**config.mk**
```make
export PLATFORM = sky130hd
export DESIGN_NAME = triangle_fifo
export DESIGN_NICKNAME = d
export VERILOG_FILES = /design/src/gfx_pkg.sv /design/src/triangle_fifo.sv
export SDC_FILE = /design/constraint.sdc
export NUM_CORES = 1
export LEC_CHECK = 0
export BUFFER_PORTS_ARGS = -buffer_cell sky130_fd_sc_hd__buf_2
export CAP_MARGIN = 10
export CORE_MARGIN = 10
export CORE_UTILIZATION = 30
export CTS_CLUSTER_DIAMETER = 120
export DETAILED_ROUTE_END_ITERATION = 6
export SYNTH_ARGS = -nofsm -noshare
export SYNTH_HDL_FRONTEND = slang
export SYNTH_SLANG_ARGS = --single-unit
export TNS_END_PERCENT = 30
```
**constraint.sdc**
```tcl
create_clock -name clk -period 14.1 [get_ports clk]
set_clock_uncertainty 0.2 [all_clocks]
set_input_delay 2.115 -clock clk [delete_from_list [all_inputs] [get_ports clk]]
set_output_delay 2.115 -clock clk [all_outputs]
set_load 0.01 [all_outputs]
```
**src/gfx_pkg.sv**
```systemverilog
package gfx_pkg;

    // Q16.16 signed fixed point
    typedef logic signed [31:0] fixed;

    localparam int FRAC_BITS = 16;

    // Perspective constants
    localparam fixed FOCAL_LENGTH = 32'sh0000_8000;
    localparam fixed NEAR_Z       = 32'sh0000_4000;

    // Buffering and counters
    localparam int FIFO_DEPTH = 4;
    localparam int FIFO_PTR_W = $clog2(FIFO_DEPTH);
    localparam int FIFO_CNT_W = FIFO_PTR_W + 1;
    localparam int CULL_CNT_W = 16;

    // One quotient bit per step
    localparam int DIV_STEPS = 32;
    localparam int DIV_CNT_W = $clog2(DIV_STEPS + 1);

    typedef logic [23:0] color_t;

    typedef struct packed {
        fixed x;
        fixed y;
        fixed z;
    } vec3_t;

    typedef struct packed {
        vec3_t  position;
        color_t color;
    } vertex_t;

    typedef struct packed {
        vertex_t v0;
        vertex_t v1;
        vertex_t v2;
    } triangle_t;

    // Unit moved through FIFO and cull stage
    typedef struct packed {
        triangle_t triangle;
        logic      tag;
    } tri_item_t;

    typedef enum logic [2:0] {
        IDLE,
        DIV_V0,
        DIV_V1,
        DIV_V2,
        PROJ,
        OUT
    } proj_state_t;

    function automatic fixed fx_mul(fixed a, fixed b);
        logic signed [63:0] prod;
        prod = a * b;
        return fixed'(prod >>> FRAC_BITS);
    endfunction

    // p' = f * p * (1/z)
    function automatic fixed fx_project(fixed f, fixed p, fixed rz);
        return fx_mul(f, fx_mul(p, rz));
    endfunction

endpackage

```
**src/triangle_fifo.sv**
```systemverilog
`timescale 1ns/1ns

module triangle_fifo (
    input  logic               clk,
    input  logic               rstn,
    input  gfx_pkg::tri_item_t wr_item,
    input  logic               wr_valid,
    output logic               wr_ready,
    output gfx_pkg::tri_item_t rd_item,
    output logic               rd_valid,
    input  logic               rd_ready
);
    import gfx_pkg::*;

    tri_item_t             mem [FIFO_DEPTH];
    logic [FIFO_PTR_W-1:0] wr_ptr;
    logic [FIFO_PTR_W-1:0] rd_ptr;
    logic [FIFO_CNT_W-1:0] count;
    logic                  do_wr;
    logic                  do_rd;

    assign wr_ready = (count != FIFO_CNT_W'(FIFO_DEPTH));
    assign rd_valid = (count != '0);
    assign rd_item  = mem[rd_ptr];
    assign do_wr    = wr_valid && wr_ready;
    assign do_rd    = rd_valid && rd_ready;

    always_ff @(posedge clk) begin
        if (do_wr)
            mem[wr_ptr] <= wr_item;
    end

    // Pointers wrap naturally since depth is a power of two
    always_ff @(posedge clk or negedge rstn) begin
        if (!rstn) begin
            wr_ptr <= '0;
            rd_ptr <= '0;
            count  <= '0;
        end else begin
            if (do_wr)
                wr_ptr <= wr_ptr + 1'b1;
            if (do_rd)
                rd_ptr <= rd_ptr + 1'b1;
            case ({do_wr, do_rd})
                2'b10:   count <= count + 1'b1;
                2'b01:   count <= count - 1'b1;
                default: count <= count;
            endcase
        end
    end

    a_count_bound: assert property (@(posedge clk) disable iff (!rstn)
        count <= FIFO_CNT_W'(FIFO_DEPTH));

endmodule

```
==> run summary, run 1 <==
Crit-path max cell delay: 860 ps
Register area share after synthesis: 83.12%
Die Area: 191700 um2
Synth-to-Final Area Change: 21.60%
Worst-case clock buffer depth: 3
Main synth FF type: edfxtp_1
Worst path slowest cell: buf_4
R2R cell count: 4
Final hold vios: 0
Hold Crit Class: register to register
Root buffer cell: clkbuf_16
WP buf/inv: 3
Post-Syn Nets: 2294
Post-CTS Repair Setup Buffers: 0
GR peak layer: met2
Crit start category: register
Outcome: finished, final reports clean
Post-synthesis adder-cell area fraction: 0.1577%
PwrDens: 215.6 nW/um2
Min-Delay Path Depth: 1
Total Routing Usage GR: 12.46%
TritonCTS buffer count: 155
Sequential fraction of design power: 43.1%
Unique masters post-synth: 22
Met2 Usage GRT: 21.59%
Synth Area in XOR/XNOR: 0.1003%
P_sw: 4.161 mW
Clk sinks: 1451
Io pins: 728
Most common cell after layout, fill and taps aside: edfxtp_1
WL/cell: 23.54 um
CTS Hold Bufs: 0
Drt first-iter violations: 1425
Initial antenna violation count: 78
Worst-path clk slew: 60 ps
Met3 usage: 4.643%
Commonest cells after routing, fill and taps aside: edfxtp_1 (1444), buf_2 (727), mux4_2 (361), clkbuf_16 (155), clkinv_1 (29)
Total core area: 173800 um2
First-pass GRT wire length: 177800 um
Largest net degree at the start of global routing: 138
Via density: 4.536
Max-cap violations: 0
Die Y: 437.8 um
Clk pwr share: 28.1%
Area of the multi-input gates: 8372 um2
Met1 GRT Util: 14.05%
TritonCTS clock tree: yes
CP required: 11780 ps
Cell repeated most along the worst path: buf_4
Final net count: 3124
Crit-path leading delay family: buffers and inverters
Fill cell count: 15.88k
Final Non-Filler Cells: 5206
Final setup viols: 0
Die X: 437.8 um
Worst slew pin tran: 1172 ps
F_max: 152.4 MHz
Placed Instances: 4921
Fin crit share: 46.54%
EDFF count, synth: 1444
Routability cong.: 0.7249
Cts repair resizes: 0
Rel. slew slack: 21.83%
Mapped cell area: 52380 um2
HPWL Detailed: 79500 um
Post-synthesis simple-gate area fraction: 0.1075%
DRC Markers: 0
Critical path class: register to output pin
Layout cell share with drive strength beyond 1: 46.60%
Maximum VDD drop: 142.0 uV
Register area: 43540 um2
Antenna Nets Post-Route: 0
Syn Inst Count: 1923
Post-synthesis mux area share: 15.56%
Final slew viol count: 0
Detailed Routing Iterations Pass 1: 5
Yosys reg bits: 1451
Post-synth ARST share: 0.4824%
Row count: 153
Total grt overflow: 0
H-tree lvl count: 4
Total routed wirelength: 122600 um
Clk_lat worst skew: 780 ps
Crit-path max FO: 49
Initial core utilization: 30.13%
Vias in the first global route: 25.21k
CP endpoint kind: output pin
Unrepaired setup endpoints after global routing: no
Arrival time at the worst endpoint: 4250 ps
Switching share of power: 30.31%
Stages on worst setup path: 4
DR vias: 23.61k
Count of warnings emitted by yosys: 0
Avg Cell Area, Syn: 27.24 um2
Crit-path cells: buf_4, buf_4, mux4_2, buf_2
Internal power: 9.569 mW
Largest family of logic cells by synthesized area: multiplexers
LEAKAGE: 21.13 nW
Post-layout min period: 6562 ps
Compound-Gate Fraction of Synth Area: 0.01672%
PortBufs: 727
Setup TNS: 0 ps
Comb pwr share: 28.7%
power groups by stage:
stage / Combinational [mW] / Sequential, mW / Clock, mW
6_report: 3.94 / 5.92 / 3.86
5_1_grt: 4.23 / 6.00 / 4.16
4_1_cts: 4.09 / 5.94 / 3.99
3_5_place_dp: 4.08 / 6.02 / 0
3_3_place_gp: 4.07 / 6.00 / 0
2_1_floorplan: 2.47 / 6.25 / 0
sequential cells by signal, indices dropped and copies added (netlist names):
| signal | count |
|---|---|
| mem | 1444 |
| count | 3 |
| rd_ptr | 2 |
| wr_ptr | 2 |
synth_stat cells, types with 3 or more instances:
library cell	n	area share [%]
and3_1	4	0.048
buf_1	8	0.057
buf_2	40	0.38
buf_4	12	0.17
buf_6	9	0.19
clkbuf_1	12	0.086
dfrtp_1	7	0.33
edfxtp_1	1444	83
ha_1	5	0.12
inv_1	6	0.043
mux4_2	361	16
xnor2_1	3	0.050
xor2_1	3	0.050
layer usage:
metal  routed length, um  vias up  share of wire [%]
li1                    -    10098                  -
met1               44510    12383                 36
met2               63900      798                 52
met3                9619      289                7.8
met4                4215       46                3.4
met5                 317        -               0.26
area by class of cell:
cell class / instances / area share (%)
Timing Repair Buffer: 754 / 6.168
Multi-Input combinational cell: 385 / 13.14
Antenna cell: 16 / 0.06286
Inverter: 6 / 0.03536
Clock buffer: 183 / 6.255
Tap cell: 2325 / 4.567
Sequential cell: 1451 / 68.37
Clock inverter: 86 / 1.403
path summary, 6_finish.rpt:
kind                                endpoint  slack, ps  startpoint
min in group asynchronous           count[2]        960        rstn
worst min-delay path                count[2]        300    count[2]
worst min register to register      count[2]        300    count[2]
worst max-delay path            rd_item[152]       7540   rd_ptr[0]
max in group asynchronous          rd_ptr[1]      12570        rstn
worst max register to register   mem[2][343]      10270    count[2]
logic make-up (layout without fill, tap and decap cells):
family	Yosys count	after routing
flip-flops	1451	1451
multiplexers	363	363
buffers and inverters	87	1029
AND/OR/NAND/NOR	9	9
adder cells (fa/ha/maj)	6	6
XOR/XNOR	6	6
AO/OA/AOI/OAI	1	1
other	0	16
stage by stage:
step                setup WS, ps  hold slack [ps]  power [mW]  cell area [um2]  util (%)
floorplan                   2799            267.9       8.720            52380         -
global placement            8203            290.6       10.07            58780     33.81
detailed placement          8187            292.2       10.10            58780     33.81
CTS                         7291            300.0       14.01            63650     36.62
global route                7094            333.6       14.39            63680     36.64
finish                      7538            300.3       13.73            63690     36.64
Note: power is estimated with default switching activity, not from simulation.
==> inputs of run 2 (changes only) <==
- clock period: 14.1 -> 6.67 ns (I/O delays scaled with it)
==> run 2 against run 1 <==
Compared with the run above:
- setup slack worse by 5400 ps
- final cell count up 0.17%
- wire length down 1.3%
- cell area up 0.20%
- die area unchanged
- hold slack worse by 84 ps
- total power up 110%
- sequential power up 110%
- utilization up 0.075 points
- via count about the same
- clock-buffer cell count up 15
==> run summary, run 2 (same netlist as run 1, synthesis figures left out) <==
First-pass GRT wire length: 174400 um
Routability cong.: 0.7136
Io pins: 728
Worst-case clock buffer depth: 3
Unrepaired setup endpoints after global routing: no
PortBufs: 727
Cts repair resizes: 0
PwrDens: 455.8 nW/um2
Vias in the first global route: 25.11k
TritonCTS buffer count: 154
Crit-path max FO: 89
Critical path class: register to output pin
Arrival time at the worst endpoint: 3290 ps
F_max: 222.8 MHz
Final hold vios: 0
Largest Register: mem
DR vias: 23.61k
H-tree lvl count: 4
Final slew viol count: 0
Total power: 29.09 mW
CTS Hold Bufs: 1
Initial core utilization: 30.13%
Commonest cells after routing, fill and taps aside: edfxtp_1 (1444), buf_2 (727), mux4_2 (361), clkbuf_16 (156), clkbuf_1 (40)
Crit start category: register
Post-layout min period: 4489 ps
Via density: 4.527
Setup TNS: 0 ps
Hold Crit Class: primary input to register
Clk_lat worst skew: 790 ps
HPWL Detailed: 76890 um
Most common cell after layout, fill and taps aside: edfxtp_1
Synth-to-Final Area Change: 21.85%
Worst-path clk slew: 60 ps
CP required: 5470 ps
Fill cell count: 15.89k
LEAKAGE: 21.14 nW
Maximum VDD drop: 389.2 uV
Die Y: 437.8 um
Layout cell share with drive strength beyond 1: 46.23%
Fin crit share: 67.31%
Total core area: 173800 um2
CP endpoint kind: output pin
Total Routing Usage GR: 12.21%
Antenna Nets Post-Route: 0
Largest net degree at the start of global routing: 132
Max reg flops: 1444
Die Area: 191700 um2
Total grt overflow: 0
Final setup viols: 0
Die X: 437.8 um
Row count: 153
Initial antenna violation count: 70
Outcome: finished, final reports clean
WL/cell: 23.19 um
Detailed Routing Iterations Pass 1: 5
Root buffer cell: clkbuf_16
TritonCTS clock tree: yes
Register area: 43540 um2
Final net count: 3125
Rel. slew slack: 19.22%
Worst slew pin tran: 1212 ps
Top Registers: mem: 1444 flops, count: 3 flops
Max-cap violations: 0
Clk sinks: 1451
DRC Markers: 0
Drt first-iter violations: 1446
Post-CTS Repair Setup Buffers: 0
Total routed wirelength: 121000 um
Area of the multi-input gates: 8372 um2
run 2: worst max-delay path, stage by stage, from the launching register on:
cell     delay, ps
dfrtp_4        860
buf_12         550
mux4_2         640
buf_2          180
run 2: routing by layer:
layer	vias up	wire length [um]	global-route usage (%)
met2	729	62560	20.86
met3	294	9143	4.500
li1	10109	-	-
met1	12434	43720	13.57
met4	40	5284	5.514
met5	-	259	0
run 2: worst paths after layout:
kind                              startpoint            to  slack [ps]  depth (start not counted)
worst min register to register      count[2]      count[2]         310                          1
max in group asynchronous               rstn     rd_ptr[1]        5650                          2
worst max-delay path               rd_ptr[0]  rd_item[149]        2180                          3
worst max register to register      count[2]   mem[2][112]        3750                          3
min in group asynchronous               rstn      count[2]         450                          2
worst min-delay path            wr_item[247]   mem[1][247]         220                          1
run 2: layout make-up:
class / count / share of cell area [%]
diodes: 22 / 0.08626
clock buffers: 198 / 6.395
flip-flops and latches: 1451 / 68.23
multi-input cells: 385 / 13.12
repair buffers: 756 / 6.379
clock inverters: 72 / 1.204
well taps: 2325 / 4.558
inverters: 6 / 0.03529
run 2: power by group:
part	switching, mW	internal (mW)
combinational	4.93	3.57
sequential	0.386	12.1
clock	3.48	4.67
run 2: through the flow:
stage / cells / area (um2) / hold WS (ps) / util, % / setup WS (ps)
after global placement: 4922 / 58910 / 294.9 / 33.89 / 2960
after detailed placement: 4922 / 58910 / 298.5 / 33.89 / 2952
final: 5215 / 63820 / 216.4 / 36.72 / 2181
after global routing: 5213 / 63820 / 162.8 / 36.71 / 1945
after CTS: 5193 / 63770 / 127.3 / 36.69 / 1993
after floorplan: 1923 / 52380 / 267.9 / - / -3516
